## src/fetch_pkg.sv

```systemverilog
package fetch_pkg;

  // Line geometry of the instruction cache
  localparam int line_words = 4;
  localparam int offset_bits = 4;
  localparam int line_bits = 128;

  // Fetch control machine
  typedef enum logic [1:0] {
    fetch_lookup, // Look up the current pc
    fetch_refill, // Waiting for a line
    fetch_trap    // Fault reported, wait for redirect
  } fetch_state_e;

  // AXI4 read-burst master
  typedef enum logic [1:0] {
    refill_idle,
    refill_addr, // arvalid high
    refill_data  // rready high
  } refill_state_e;

endpackage

```

## src/fetch_top.sv

```systemverilog
`timescale 1ns/1ps

module fetch_top #(
  parameter int          index_bits = 2,
  parameter logic [31:0] reset_pc = 32'h3000_0000
) (
  input  logic        clock,
  input  logic        reset,
  input  logic        inst_ready,
  input  logic        redirect,
  input  logic [31:0] redirect_pc,
  input  logic        flush_icache,
  input  logic        arready,
  input  logic [31:0] rdata,
  input  logic [1:0]  rresp,
  input  logic        rvalid,
  input  logic        rlast,
  output logic        inst_valid,
  output logic [31:0] inst,
  output logic [31:0] inst_pc,
  output logic        fetch_misaligned,
  output logic        fetch_fault,
  output logic [31:0] fault_pc,
  output logic [31:0] araddr,
  output logic [7:0]  arlen,
  output logic        arvalid,
  output logic        rready
);
  import fetch_pkg::*;

  logic [31:0]          lookup_pc;
  logic                 hit;
  logic [31:0]          hit_word;
  logic                 cache_flush;
  logic                 refill_start;
  logic [31:0]          refill_pc;
  logic                 refill_done;
  logic                 refill_error;
  logic                 line_write;
  logic [31:0]          line_pc;
  logic [line_bits-1:0] line_data;

  fetch_unit #(
    .index_bits(index_bits),
    .reset_pc  (reset_pc)
  ) fetch_unit_i (
    .clock           (clock),
    .reset           (reset),
    .inst_ready      (inst_ready),
    .redirect        (redirect),
    .redirect_pc     (redirect_pc),
    .flush_icache    (flush_icache),
    .hit             (hit),
    .hit_word        (hit_word),
    .refill_done     (refill_done),
    .refill_error    (refill_error),
    .inst_valid      (inst_valid),
    .inst            (inst),
    .inst_pc         (inst_pc),
    .fetch_misaligned(fetch_misaligned),
    .fetch_fault     (fetch_fault),
    .fault_pc        (fault_pc),
    .lookup_pc       (lookup_pc),
    .cache_flush     (cache_flush),
    .refill_start    (refill_start),
    .refill_pc       (refill_pc)
  );

  icache_array #(
    .index_bits(index_bits)
  ) icache_array_i (
    .clock      (clock),
    .reset      (reset),
    .lookup_pc  (lookup_pc),
    .cache_flush(cache_flush),
    .line_write (line_write),
    .line_pc    (line_pc),
    .line_data  (line_data),
    .hit        (hit),
    .hit_word   (hit_word)
  );

  line_refill line_refill_i (
    .clock       (clock),
    .reset       (reset),
    .refill_start(refill_start),
    .refill_pc   (refill_pc),
    .arready     (arready),
    .rdata       (rdata),
    .rresp       (rresp),
    .rvalid      (rvalid),
    .rlast       (rlast),
    .araddr      (araddr),
    .arlen       (arlen),
    .arvalid     (arvalid),
    .rready      (rready),
    .line_data   (line_data),
    .line_pc     (line_pc),
    .line_write  (line_write),
    .refill_done (refill_done),
    .refill_error(refill_error)
  );

endmodule

```

## src/fetch_unit.sv

```systemverilog
`timescale 1ns/1ps

module fetch_unit #(
  parameter int          index_bits = 2,
  parameter logic [31:0] reset_pc = 32'h3000_0000
) (
  input  logic        clock,
  input  logic        reset,
  input  logic        inst_ready,
  input  logic        redirect,
  input  logic [31:0] redirect_pc,
  input  logic        flush_icache,
  input  logic        hit,
  input  logic [31:0] hit_word,
  input  logic        refill_done,
  input  logic        refill_error,
  output logic        inst_valid,
  output logic [31:0] inst,
  output logic [31:0] inst_pc,
  output logic        fetch_misaligned,
  output logic        fetch_fault,
  output logic [31:0] fault_pc,
  output logic [31:0] lookup_pc,
  output logic        cache_flush,
  output logic        refill_start,
  output logic [31:0] refill_pc
);
  import fetch_pkg::*;

  localparam int tag_lsb = offset_bits + index_bits;

  fetch_state_e state;

  logic [31:0] pc;
  logic        refill_stale;
  logic        out_free;
  logic        misaligned;
  logic        do_lookup;
  logic        same_tag;
  logic        same_index;
  logic        same_line;

  assign lookup_pc = pc;
  assign refill_pc = pc;
  assign cache_flush = flush_icache;

  assign out_free = !inst_valid || inst_ready; // Output register empty or being taken
  assign misaligned = pc[1:0] != 2'b00;
  assign do_lookup = state == fetch_lookup && !redirect && out_free;
  assign refill_start = do_lookup && !misaligned && !hit;

  // A redirect inside the line being refilled still owns its bus result
  assign same_tag = redirect_pc[31:tag_lsb] == pc[31:tag_lsb];
  assign same_index = redirect_pc[tag_lsb-1:offset_bits] == pc[tag_lsb-1:offset_bits];
  assign same_line = same_tag && same_index && redirect_pc[1:0] == 2'b00;

  always_ff @(posedge clock) begin
    if (reset) begin
      state <= fetch_lookup;
      pc <= reset_pc;
      inst_valid <= 1'b0;
      fetch_misaligned <= 1'b0;
      fetch_fault <= 1'b0;
      refill_stale <= 1'b0;
    end else begin
      if (inst_valid && inst_ready) begin
        inst_valid <= 1'b0;
      end

      case (state)
        fetch_lookup: begin
          if (do_lookup) begin
            if (misaligned) begin
              fetch_misaligned <= 1'b1;
              state <= fetch_trap;
            end else if (hit) begin
              inst_valid <= 1'b1;
              pc <= pc + 32'd4;
            end else begin
              state <= fetch_refill;
            end
          end
        end
        fetch_refill: begin
          if (refill_done) begin
            refill_stale <= 1'b0;
            state <= fetch_lookup; // Next lookup hits the new line
          end else if (refill_error) begin
            refill_stale <= 1'b0;
            if (refill_stale || redirect) begin
              state <= fetch_lookup; // Error of an abandoned fetch
            end else begin
              fetch_fault <= 1'b1;
              state <= fetch_trap;
            end
          end
        end
        fetch_trap: begin
          // Held until redirect
        end
        default: begin
          state <= fetch_lookup;
        end
      endcase

      // Redirect overrides everything above
      if (redirect) begin
        pc <= redirect_pc;
        inst_valid <= 1'b0;
        fetch_misaligned <= 1'b0;
        fetch_fault <= 1'b0;
        if (state == fetch_trap) begin
          state <= fetch_lookup;
        end
        if (state == fetch_refill && !refill_done && !refill_error && !same_line) begin
          refill_stale <= 1'b1; // Burst finishes but feeds nothing
        end
      end
    end
  end

  // Payload registers
  always_ff @(posedge clock) begin
    if (do_lookup && !misaligned && hit) begin
      inst <= hit_word;
      inst_pc <= pc;
    end
    if (do_lookup && misaligned) begin
      fault_pc <= pc;
    end
    if (state == fetch_refill && refill_error) begin
      fault_pc <= pc;
    end
  end

endmodule

```

## src/icache_array.sv

```systemverilog
`timescale 1ns/1ps

module icache_array #(
  parameter int index_bits = 2
) (
  input  logic                            clock,
  input  logic                            reset,
  input  logic [31:0]                     lookup_pc,
  input  logic                            cache_flush,
  input  logic                            line_write,
  input  logic [31:0]                     line_pc,
  input  logic [fetch_pkg::line_bits-1:0] line_data,
  output logic                            hit,
  output logic [31:0]                     hit_word
);
  import fetch_pkg::*;

  localparam int lines = 1 << index_bits;
  localparam int tag_lsb = offset_bits + index_bits;
  localparam int tag_bits = 32 - tag_lsb;
  localparam int word_sel_bits = $clog2(line_words);

  logic [lines-1:0]     valid_q;
  logic [tag_bits-1:0]  tag_mem [lines];
  logic [line_bits-1:0] data_mem [lines];

  logic [index_bits-1:0]    lookup_index;
  logic [tag_bits-1:0]      lookup_tag;
  logic [word_sel_bits-1:0] lookup_word;
  logic [index_bits-1:0]    write_index;
  logic [line_bits-1:0]     read_line;

  assign lookup_index = lookup_pc[tag_lsb-1:offset_bits];
  assign lookup_tag = lookup_pc[31:tag_lsb];
  assign lookup_word = lookup_pc[offset_bits-1 -: word_sel_bits]; // pc[3:2]
  assign write_index = line_pc[tag_lsb-1:offset_bits];

  // Hit path is purely combinational
  assign read_line = data_mem[lookup_index];
  assign hit = valid_q[lookup_index] && (tag_mem[lookup_index] == lookup_tag);
  assign hit_word = read_line[lookup_word*32 +: 32];

  always_ff @(posedge clock) begin
    if (reset) begin
      valid_q <= '0;
    end else begin
      if (cache_flush) begin
        valid_q <= '0;
      end
      if (line_write) begin
        valid_q[write_index] <= 1'b1; // Write beats a same-cycle flush
      end
    end
  end

  always_ff @(posedge clock) begin
    if (line_write) begin
      tag_mem[write_index] <= line_pc[31:tag_lsb];
      data_mem[write_index] <= line_data;
    end
  end

endmodule

```

## src/line_refill.sv

```systemverilog
`timescale 1ns/1ps

module line_refill (
  input  logic                            clock,
  input  logic                            reset,
  input  logic                            refill_start,
  input  logic [31:0]                     refill_pc,
  input  logic                            arready,
  input  logic [31:0]                     rdata,
  input  logic [1:0]                      rresp,
  input  logic                            rvalid,
  input  logic                            rlast,
  output logic [31:0]                     araddr,
  output logic [7:0]                      arlen,
  output logic                            arvalid,
  output logic                            rready,
  output logic [fetch_pkg::line_bits-1:0] line_data,
  output logic [31:0]                     line_pc,
  output logic                            line_write,
  output logic                            refill_done,
  output logic                            refill_error
);
  import fetch_pkg::*;

  refill_state_e state;

  logic [line_bits-1:0] line_q;
  logic                 error_q;
  logic                 beat;
  logic                 beat_error;
  logic                 last_beat;
  logic                 burst_error;

  assign arlen = 8'(line_words - 1);
  assign line_pc = araddr;

  assign beat = rvalid && rready;
  assign beat_error = rresp != 2'b00;
  assign last_beat = beat && rlast;
  assign burst_error = error_q || beat_error;

  // Last beat goes straight into the array on the same edge
  assign line_data = {rdata, line_q[line_bits-1:32]};
  assign line_write = last_beat && !burst_error;
  assign refill_done = last_beat && !burst_error;
  assign refill_error = last_beat && burst_error;

  always_ff @(posedge clock) begin
    if (reset) begin
      state <= refill_idle;
      arvalid <= 1'b0;
      rready <= 1'b0;
      error_q <= 1'b0;
    end else begin
      case (state)
        refill_idle: begin
          if (refill_start) begin
            arvalid <= 1'b1;
            error_q <= 1'b0;
            state <= refill_addr;
          end
        end
        refill_addr: begin
          if (arready) begin // arvalid holds until accepted
            arvalid <= 1'b0;
            rready <= 1'b1;
            state <= refill_data;
          end
        end
        refill_data: begin
          if (beat) begin
            error_q <= burst_error; // Sticky over the burst
            if (rlast) begin
              rready <= 1'b0;
              state <= refill_idle;
            end
          end
        end
        default: begin
          state <= refill_idle;
        end
      endcase
    end
  end

  always_ff @(posedge clock) begin
    if (state == refill_idle && refill_start) begin
      araddr <= {refill_pc[31:offset_bits], {offset_bits{1'b0}}}; // Line aligned
    end
    if (beat) begin
      line_q <= line_data; // Lowest word arrives first
    end
  end

endmodule

```

## config.mk

```make
export PLATFORM = sky130hd
export DESIGN_NAME = fetch_top
export DESIGN_NICKNAME = d
export VERILOG_FILES = /design/src/fetch_pkg.sv /design/src/fetch_top.sv /design/src/fetch_unit.sv /design/src/icache_array.sv /design/src/line_refill.sv
export SDC_FILE = /design/constraint.sdc
export NUM_CORES = 1
export LEC_CHECK = 0
export BUFFER_PORTS_ARGS = -buffer_cell sky130_fd_sc_hd__buf_2
export CAP_MARGIN = 5
export CORE_UTILIZATION = 60
export DETAILED_ROUTE_END_ITERATION = 8
export PLACE_DENSITY = 0.79
export REMOVE_ABC_BUFFERS = 1
export SYNTH_ARGS = -nofsm -noshare
export SYNTH_HDL_FRONTEND = slang
export SYNTH_SLANG_ARGS = --single-unit
```

## constraint.sdc

```tcl
create_clock -name clock -period 19.05 [get_ports clock]
set_input_delay 0.9525 -clock clock [delete_from_list [all_inputs] [get_ports clock]]
set_output_delay 0.9525 -clock clock [all_outputs]
set_load 0.005 [all_outputs]
```

==> results of run 1 <==
cells by family after synthesis:
kind of cell,share of synthesized area (%)
compound gates,2.36
xor+xnor,1.35
fa+ha+maj,0.0373
buf+inv,1.60
flops,77.8
mux,12.8
other cells,0.0224
simple gates,4.01
metal layers:
layer,wire (um),vias to the layer above,GRT usage [%]
met2,35200,829,40.9
met1,28000,8518,35.5
met4,1820,4,7.38
met3,5640,126,5.48
li1,-,7032,-
met5,22,-,0
cell usage after synthesis (17+ instances only):
master,instances
nand2_1,52
edfxtp_1,836
nand4_1,20
nor3_1,28
and3_1,31
nor2_1,18
dfxtp_1,49
clkbuf_1,58
xor2_1,22
xnor2_1,28
mux2i_1,21
buf_1,17
mux4_2,180
layout make-up:
| type | count | area (um2) | area share, % |
|---|---|---|---|
| diodes | 1 | 2.50 | 0.00659 |
| inverters | 16 | 62.6 | 0.165 |
| repair buffers | 220 | 1200 | 3.15 |
| well taps | 748 | 936 | 2.46 |
| flip-flops and latches | 885 | 26100 | 68.7 |
| multi-input cells | 602 | 6980 | 18.4 |
| clock inverters | 42 | 370 | 0.975 |
| clock buffers | 117 | 2330 | 6.14 |
through the flow:
stage	utilization [%]	worst slack [ns]	std cells
2_1_floorplan	-	3.65	1503
3_3_place_gp	63.9	13.35	2471
3_5_place_dp	63.9	13.26	2471
4_1_cts	68.8	13.26	2630
5_1_grt	68.8	12.98	2630
6_report	68.8	13.26	2631
worst reg2reg max path: stages, from the launching register on:
cell and delay (ns):
dfxtp_4 0.73, buf_4 0.93, buf_4 0.95, mux4_2 0.44, xnor2_1 0.24, nand4_1 0.13, nor3_1 0.20, nand4_2 0.60
inv_4 1.14
power groups by stage:
stage	Clock (mW)	Sequential (mW)	Combinational (mW)
2_1_floorplan	0	2.22	0.102
3_3_place_gp	0	2.22	0.157
3_5_place_dp	0	2.22	0.160
4_1_cts	1.66	2.18	0.162
5_1_grt	1.74	2.18	0.172
6_report	1.64	2.18	0.160
placed cells by master (no fill, tap or decap), drive strengths merged, types with 12 or more instances in the layout:
cell and n:
clkinv 31, nor3 28, inv 21, mux2i 21, o31ai 12, conb 12
buf 220, xnor2 29, and4 15, a221o 15, xor2 22, clkbuf 117
nand2 53, edfxtp 836, and3 31, dfxtp 49, a21oi 14, o21ai 12
mux4 180, nor2 19, nand3 14, nand4 22
state kept, by name (all words and copies together) (netlist names), named ones only:
| signal | count |
|---|---|
| icache_array_i.tag_mem | 104 |
| line_refill_i.araddr | 28 |
| line_refill_i.line_q | 96 |
| fetch_unit_i.refill_stale | 1 |
| icache_array_i.data_mem | 512 |
| line_refill_i.rready | 1 |
| fetch_unit_i.fetch_fault | 1 |
| fetch_unit_i.state | 2 |
| icache_array_i.valid_q | 4 |
| fetch_unit_i.inst | 32 |
| fetch_unit_i.inst_pc | 32 |
| line_refill_i.state | 2 |
| fetch_unit_i.lookup_pc | 32 |
| fetch_unit_i.fetch_misaligned | 1 |
| fetch_unit_i.inst_valid | 1 |
| fetch_unit_i.fault_pc | 32 |
| line_refill_i.error_q | 1 |
| line_refill_i.arvalid | 1 |
worst paths after layout:
check | endpoint | slack, ns | cells past startpoint
worst max-delay path | fetch_unit_i.inst[25] | 13.26 | 8
worst min-delay path | fetch_unit_i.fetch_fault | 0.49 | 2
worst max register to register | fetch_unit_i.inst[25] | 13.26 | 8
worst min register to register | fetch_unit_i.fetch_fault | 0.49 | 2
==> results.json, run 1 <==
{
  "outcome": "finished, final reports clean",
  "ys_async_sr_fraction_pct": 0,
  "end_kind": "flop",
  "cts_sinks": 885,
  "syn_area_um2": 33500,
  "tightest_slew_ns": 1.18,
  "cts-buffers-inserted": 87,
  "std_cell_rows": 86,
  "p_leak_nw": 12.2,
  "hold_buffers": 0,
  "power_frac_clock_pct": 41.2,
  "vias_per_cell": 6.27,
  "syn_inst": 1596,
  "cts_setup_buffers": 0,
  "drt-wirelength-per-cell_um": 26.8,
  "switchingPower_mw": 0.830,
  "cts-root-buf": "clkbuf_16",
  "relSlewSlack_pct": 21.0,
  "chipWidth_um": 238,
  "synth-seq-cells": 885,
  "worstPathRequired_ns": 19.29,
  "fin_area_um2": 38000,
  "hpwl_um": 37300,
  "rsz0062_at_grt": "no",
  "combPwrFrac_pct": 4.0,
  "start_util_pct": 60.7,
  "numPortBuffers": 202,
  "crit_path_max_incr_delay_ns": 1.14,
  "hp-start": "fetch_unit_i.fetch_fault",
  "synth.distinct_cells": 75,
  "grt_max_degree": 156,
  "grt_use_total_pct": 25.4,
  "die_area_um2": 56800,
  "synth_top_area_cell": "edfxtp_1",
  "drc": 0,
  "tritoncts": "done",
  "crit_chain": "buf_4 > buf_4 > mux4_2 > xnor2_1 > nand4_1 > nor3_1 > nand4_2 > inv_4",
  "nets": 1887,
  "drive_gt1_share_pct": 28.9,
  "switching_share_pct": 20.9,
  "seqPwrFrac_pct": 54.8,
  "crit_family": "buffers and inverters",
  "cp_common_cell": "buf_4",
  "skew_ns": 0.0144,
  "yosys_warnings": 0,
  "setup_tns_ns": 0,
  "gp_congestion": 0.909,
  "area_growth_pct": 13.3,
  "grt_first_pass_wirelength_um": 106000,
  "maxSlewViolCount": 0,
  "antenna_found_initial": 3,
  "vias": 16500,
  "synth_top_area_share_pct": 74.9,
  "h-tree-depth": 3,
  "worstHoldPathType": "reg -> reg",
  "power.total_mw": 3.98,
  "ir_drop_uv": 101,
  "max-cap-violations": 0,
  "dr.first_iter.drc_count": 1926,
  "totalWireLength_um": 70600,
  "syn_area_per_cell_um2": 21.0,
  "boundaryPins": 215,
  "powerDensity_nw_per_um2": 105,
  "cts_resized": 0,
  "fillers": 3309,
  "die_y_um": 238,
  "critPathSlowestCell": "inv_4",
  "clock_latency_ns": 0.63,
  "clk_pin_slew_ns": 0.06,
  "first_global_vias": 16900,
  "coreArea_um2": 55200,
  "p_int_mw": 3.15,
  "firstDrtPassIters": 7,
  "ys.flop_type": "edfxtp_1",
  "crit_type": "reg -> reg",
  "synth-edff-count": 836,
  "placed_area_um2": 35300,
  "post-route-period-util_pct": 30.4,
  "critical_path.max_fanout": 65,
  "hold_viol": 0,
  "crit_buf_inv": 3,
  "min_period_ns": 5.79,
  "grt_overflow": 0,
  "synth_area_leaders": "edfxtp_1, mux4_2, dfxtp_1",
  "ys_seq_area_share_pct": 77.8,
  "critPathLaunchType": "flop",
  "setup-violations-final": 0,
  "critPathArrivalTime_ns": 6.03,
  "clockBufferDepth": 3,
  "ant_nets": 0,
  "hold_ws_ns": 0.487,
  "max_freq_ghz": 0.173
}
No activity file was read; power rests on OpenSTA's default activity.
==> run 2, diff against run 1 <==
--- a/config.mk
+++ b/config.mk
@@ -5,6 +5,7 @@
 export SDC_FILE = /design/constraint.sdc
 export NUM_CORES = 1
 export LEC_CHECK = 0
+export ABC_AREA = 1
 export BUFFER_PORTS_ARGS = -buffer_cell sky130_fd_sc_hd__buf_2
 export CAP_MARGIN = 5
 export CORE_UTILIZATION = 60
==> constraint.sdc (replaced) <==
create_clock -name clock -period 5.85 [get_ports clock]
set_input_delay 0.2925 -clock clock [delete_from_list [all_inputs] [get_ports clock]]
set_output_delay 0.2925 -clock clock [all_outputs]
set_load 0.005 [all_outputs]
==> results.json, run 2 <==
{
  "hold_path_end": "fetch_unit_i.lookup_pc[22]",
  "hold_depth": 5,
  "gp_congestion": 0.932,
  "grt_overflow": 0,
  "hp-start": "redirect_pc[22]",
  "h-tree-depth": 3,
  "die_area_um2": 57900,
  "firstDrtPassIters": 9,
  "synth_top_area_cell": "edfxtp_1",
  "totalWireLength_um": 79800,
  "chipWidth_um": 241,
  "power.total_mw": 13.1,
  "ys.flop_type": "edfxtp_1",
  "crit_path_max_incr_delay_ns": 0.86,
  "regArea_um2": 26100,
  "cts-root-buf": "clkbuf_16",
  "area_growth_pct": 13.7,
  "syn_area_per_cell_um2": 13.1,
  "dr.first_iter.drc_count": 2310,
  "stdcell_count": 3639,
  "setup-violations-final": 0,
  "antenna_found_initial": 2,
  "syn_area_um2": 34200,
  "max_freq_ghz": 0.242,
  "fin_ws_ns": 1.73,
  "clockBufferDepth": 3,
  "synth_top_area_share_pct": 73.4,
  "critPathLaunchType": "flop",
  "critPathArrivalTime_ns": 4.40,
  "ys_seq_area_share_pct": 76.3,
  "die_y_um": 241,
  "placed_area_um2": 35700,
  "cts-buffers-inserted": 86,
  "synth_area_leaders": "edfxtp_1, nand2_1, o21ai_0",
  "hold_viol": 0,
  "crit_buf_inv": 4,
  "synth.distinct_cells": 39,
  "p_leak_nw": 13.4,
  "std_cell_rows": 87,
  "numPortBuffers": 202,
  "top_register": "icache_array_i.data_mem",
  "worstHoldPathType": "in -> reg",
  "r2r_setup_slack_ns": 1.73,
  "fillers": 3836,
  "synthMostInstantiatedCell": "edfxtp_1",
  "vias": 21800,
  "coreArea_um2": 56400,
  "path_depth": 13,
  "clock_latency_ns": 0.63,
  "cp_common_cell": "nand2_1",
  "synth-edff-count": 836,
  "clk_pin_slew_ns": 0.06,
  "post-place-ws_ns": 1.79,
  "drc": 0,
  "grt_max_degree": 186,
  "ys_async_sr_fraction_pct": 0,
  "syn_inst": 2612,
  "cts_sinks": 885,
  "drt-wirelength-per-cell_um": 21.9,
  "rsz0062_at_grt": "no",
  "grt_use_total_pct": 27.7,
  "end_kind": "flop",
  "grt_first_pass_wirelength_um": 120000,
  "skew_ns": 0.0184,
  "relSlewSlack_pct": 12.6,
  "tightest_slew_ns": 1.31,
  "worstPathRequired_ns": 6.13,
  "mostFrequentLayoutCells": "edfxtp_1, nand2_1, nor2_1",
  "max-cap-violations": 0,
  "cts_setup_buffers": 0,
  "dp_cells": 3442,
  "nets": 2888,
  "crit_type": "reg -> reg",
  "maxSlewViolCount": 0,
  "drive_gt1_share_pct": 12.7,
  "first_global_vias": 21400,
  "start_util_pct": 60.6,
  "reg2reg_depth": 13,
  "synth-seq-cells": 885,
  "layout_commonest_cell": "edfxtp_1",
  "largest_reg_flops": 512,
  "outcome": "finished, final reports clean",
  "powerDensity_nw_per_um2": 336,
  "boundaryPins": 215,
  "cts_resized": 0,
  "ant_nets": 0,
  "synth_common_cells": "edfxtp_1, nand2_1, nor2_1",
  "timing.rr.end": "fetch_unit_i.inst_pc[16]",
  "tritoncts": "done",
  "crit_family": "buffers and inverters",
  "multi_input_area_um2": 7150,
  "vias_per_cell": 5.99,
  "min_period_ns": 4.12,
  "setup_tns_ns": 0,
  "yosys_warnings": 0,
  "crit_chain": "inv_8 > nand2_1 > nand3_1 > nand3_1 > nand2_1 > inv_1 > nand3_1 > nor4_1 > nand2_1 > nor2_1 > nand2_1 > clkinv_2 > buf_4",
  "hold_ws_ns": 0.0413,
  "critPathSlowestCell": "dfxtp_4",
  "fin_area_um2": 38900,
  "post-route-period-util_pct": 70.5,
  "hpwl_um": 43800,
  "final_core_util_pct": 68.9,
  "top_regs": "icache_array_i.data_mem x512, icache_array_i.tag_mem x104, line_refill_i.line_q x96",
  "critical_path.max_fanout": 185,
  "ir_drop_uv": 298
}
## run 2: timing repair
| action | in CTS | in global routing |
|---|---|---|
| endpoints found under the hold margin | 171 | 0 |
| setup endpoints to repair | 0 | 0 |
| hold buffers | 39 | 0 |
## run 2: area by class of cell
| type | count | share of cell area [%] |
|---|---|---|
| Clock inverter | 43 | 1.00 |
| Multi-Input combinational cell | 1495 | 18.4 |
| Tap cell | 756 | 2.43 |
| Clock buffer | 114 | 6.08 |
| Antenna cell | 1 | 0.00644 |
| Inverter | 77 | 0.779 |
| Sequential cell | 885 | 67.1 |
| Timing Repair Buffer | 268 | 4.19 |
## run 2: logic make-up (layout without fill, tap and decap cells)
group                    after synthesis  after routing  synth area share [%]
AO/OA/AOI/OAI                        491            491                  8.21
XOR/XNOR                              37             37                 0.948
adder cells (fa/ha/maj)                1              1                0.0366
buffers and inverters                242            502                  3.04
flip-flops                           885            885                  76.3
other                                  2             13                0.0220
AND/OR/NAND/NOR                      954            954                  11.5
## run 2: worst register-to-register path, cell delays in order, from the launching register on
cell	delay, ns
dfxtp_4	0.86
inv_8	0.50
nand2_1	0.40
nand3_1	0.11
nand3_1	0.16
nand2_1	0.06
inv_1	0.05
nand3_1	0.06
nor4_1	0.35
nand2_1	0.09
nor2_1	0.09
nand2_1	0.07
clkinv_2	0.48
buf_4	0.49
## run 2: layer usage
layer	part of all wire [%]	GRT usage [%]	vias to the layer above
li1	-	-	9895
met1	39	36.7	10600
met2	49	45.0	1116
met3	8.5	5.02	201
met4	4.0	12.7	0
met5	0	0	-
## run 2: how the worst max path moves through the flow
stage               slack [ns]                       end
finish                    1.73  fetch_unit_i.inst_pc[16]
floorplan                -6.27      fetch_unit_i.inst[0]
detailed placement        1.79      fetch_unit_i.inst[3]
CTS                       1.79      fetch_unit_i.inst[8]
global route              1.53      fetch_unit_i.inst[8]
global placement          1.87      fetch_unit_i.inst[3]
## run 2: where the power goes
group	leakage (nW)	switching [mW]	internal [mW]
clock	1.35	2.27	3.14
combinational	4.10	0.400	0.187
sequential	7.97	0.0929	6.97
total	13.4	2.76	10.3
==> run 3, diff against run 2 <==
--- a/config.mk
+++ b/config.mk
@@ -5,7 +5,7 @@
 export SDC_FILE = /design/constraint.sdc
 export NUM_CORES = 1
 export LEC_CHECK = 0
-export ABC_AREA = 1
+export ABC_AREA = 0
 export BUFFER_PORTS_ARGS = -buffer_cell sky130_fd_sc_hd__buf_2
 export CAP_MARGIN = 5
 export CORE_UTILIZATION = 60
==> constraint.sdc (replaced) <==
create_clock -name clock -period 4.17 [get_ports clock]
set_input_delay 0.2085 -clock clock [delete_from_list [all_inputs] [get_ports clock]]
set_output_delay 0.2085 -clock clock [all_outputs]
set_load 0.005 [all_outputs]
==> results.json, run 3 (synthesized netlist as in run 1, its figures left out) <==
{
  "outcome": "finished, final reports clean",
  "combPwrFrac_pct": 4.4,
  "totalWireLength_um": 74500,
  "relSlewSlack_pct": 36.1,
  "ant_nets": 0,
  "mostFrequentLayoutCells": "edfxtp_1, buf_2, mux4_2",
  "vias_per_cell": 6.22,
  "die_area_um2": 56800,
  "crit_chain": "mux4_2 > xnor2_1 > o2111ai_1 > nor4_4 > nand2_2 > o21ai_1 > nor3_2 > buf_4",
  "fin_ws_ns": 0.493,
  "hold_path_end": "fetch_unit_i.lookup_pc[23]",
  "grt_overflow": 0,
  "critPathSlowestCell": "dfxtp_4",
  "critPathArrivalTime_ns": 4.05,
  "crit_family": "compound AO/OA/AOI/OAI gates",
  "cts_setup_buffers": 0,
  "p_int_mw": 14.7,
  "start_util_pct": 60.7,
  "largest_reg_flops": 512,
  "firstDrtPassIters": 6,
  "worstPathRequired_ns": 4.54,
  "power.total_mw": 18.6,
  "hp-start": "redirect_pc[23]",
  "min_period_ns": 3.68,
  "p_leak_nw": 12.8,
  "critPathLaunchType": "flop",
  "clockBufferDepth": 3,
  "maxSlewViolCount": 0,
  "tritoncts": "done",
  "grt_first_pass_wirelength_um": 111000,
  "skew_ns": 0.0258,
  "tightest_slew_ns": 0.958,
  "max_freq_ghz": 0.272,
  "nets": 1986,
  "reg2reg_depth": 8,
  "max-cap-violations": 0,
  "switchingPower_mw": 3.89,
  "multi_input_area_um2": 6980,
  "gp_congestion": 0.887,
  "vias": 17000,
  "area_growth_pct": 16.5,
  "setup-violations-final": 0,
  "critical_path.max_fanout": 34,
  "hold_depth": 3,
  "grt_max_degree": 79,
  "setup_tns_ns": 0,
  "path_depth": 8,
  "drt-wirelength-per-cell_um": 27.3,
  "r2r_setup_slack_ns": 0.49,
  "switching_share_pct": 20.9,
  "cts-root-buf": "clkbuf_16",
  "chipWidth_um": 238,
  "cts-buffers-inserted": 87,
  "drc": 0,
  "crit_path_max_incr_delay_ns": 0.76,
  "powerDensity_nw_per_um2": 475,
  "die_y_um": 238,
  "std_cell_rows": 86,
  "dr.first_iter.drc_count": 2025,
  "numPortBuffers": 202,
  "clock_latency_ns": 0.65,
  "worstHoldPathType": "in -> reg",
  "post-place-ws_ns": 0.539,
  "placed_area_um2": 35600,
  "end_kind": "flop",
  "top_register": "icache_array_i.data_mem",
  "ir_drop_uv": 339,
  "antenna_found_initial": 1,
  "seqPwrFrac_pct": 53.5,
  "hold_viol": 0,
  "fillers": 3230,
  "clk_pin_slew_ns": 0.06,
  "coreArea_um2": 55200,
  "top_regs": "icache_array_i.data_mem x512, icache_array_i.tag_mem x104, line_refill_i.line_q x96",
  "hpwl_um": 40900,
  "layout_commonest_cell": "edfxtp_1",
  "cts_sinks": 885,
  "first_global_vias": 17500,
  "crit_type": "reg -> reg",
  "grt_use_total_pct": 26.8,
  "rsz0062_at_grt": "no",
  "power_frac_clock_pct": 42.0,
  "h-tree-depth": 3,
  "regArea_um2": 26100,
  "crit_buf_inv": 1,
  "post-route-period-util_pct": 88.2,
  "fin_area_um2": 39100,
  "boundaryPins": 215,
  "drive_gt1_share_pct": 30.1,
  "timing.rr.end": "line_refill_i.araddr[28]"
}
-- run 3: cell types whose count changed in the layout (fill, tap and decap cells not counted), moves of 31 or more --
cell | before | now
nand2_1 | 408 | 52
o21ai_0 | 287 | 8
mux4_2 | 0 | 180
inv_1 | 70 | 14
nor2_1 | 318 | 18
o221ai_1 | 47 | 0
nand3_1 | 172 | 14
a21oi_1 | 45 | 14
o22ai_1 | 86 | 1
-- run 3: worst min-delay path: stages --
cell and delay (ns):
buf_2 0.12, o2bb2a_1 0.24, o21ai_1 0.06
-- run 3: layout make-up --
class	instances	area share, %
inverters	16	0.160
flip-flops and latches	885	66.8
clock inverters	55	1.50
diodes	2	0.0128
clock buffers	102	5.74
multi-input cells	602	17.9
repair buffers	319	5.51
well taps	748	2.40
-- run 3: power by group through the flow --
stage          combinational (mW)  sequential [mW]  clock, mW
4_1_cts                     0.827             9.94       7.92
6_report                    0.825             9.94       7.80
2_1_floorplan               0.465             10.1          0
3_3_place_gp                0.755             10.1          0
5_1_grt                     0.879             9.95       8.25
3_5_place_dp                0.768             10.1          0
-- run 3: worst max path at each step --
stage / to / slack [ns]
final: line_refill_i.araddr[28] / 0.49
after global routing: line_refill_i.araddr[21] / 0.29
after CTS: line_refill_i.araddr[28] / 0.49
after detailed placement: line_refill_i.araddr[12] / 0.54
after global placement: line_refill_i.araddr[28] / 0.57
after floorplan: icache_array_i.valid_q[1] / -10.66
-- run 3: stage by stage --
step,instances,hold slack [ns],util (%)
after floorplan,1503,0.275,-
after global placement,2509,0.426,64.5
after detailed placement,2509,0.439,64.5
after CTS,2727,0.00268,70.8
after global routing,2728,0.0584,70.8
final,2729,0.0347,70.8
-- run 3: routing by layer --
layer	global-route usage (%)	vias to the layer above	routed length (um)
met5	0	-	0
met4	9.23	0	1900
met3	4.41	119	5280
met1	37.0	8816	29600
li1	-	7234	-
met2	44.1	809	37700
-- run 3: timing repair --
item | 4_1_cts | 5_1_grt
endpoints found under the hold margin | 194 | 0
resized for setup | 0 | 0
hold buffers | 61 | 0
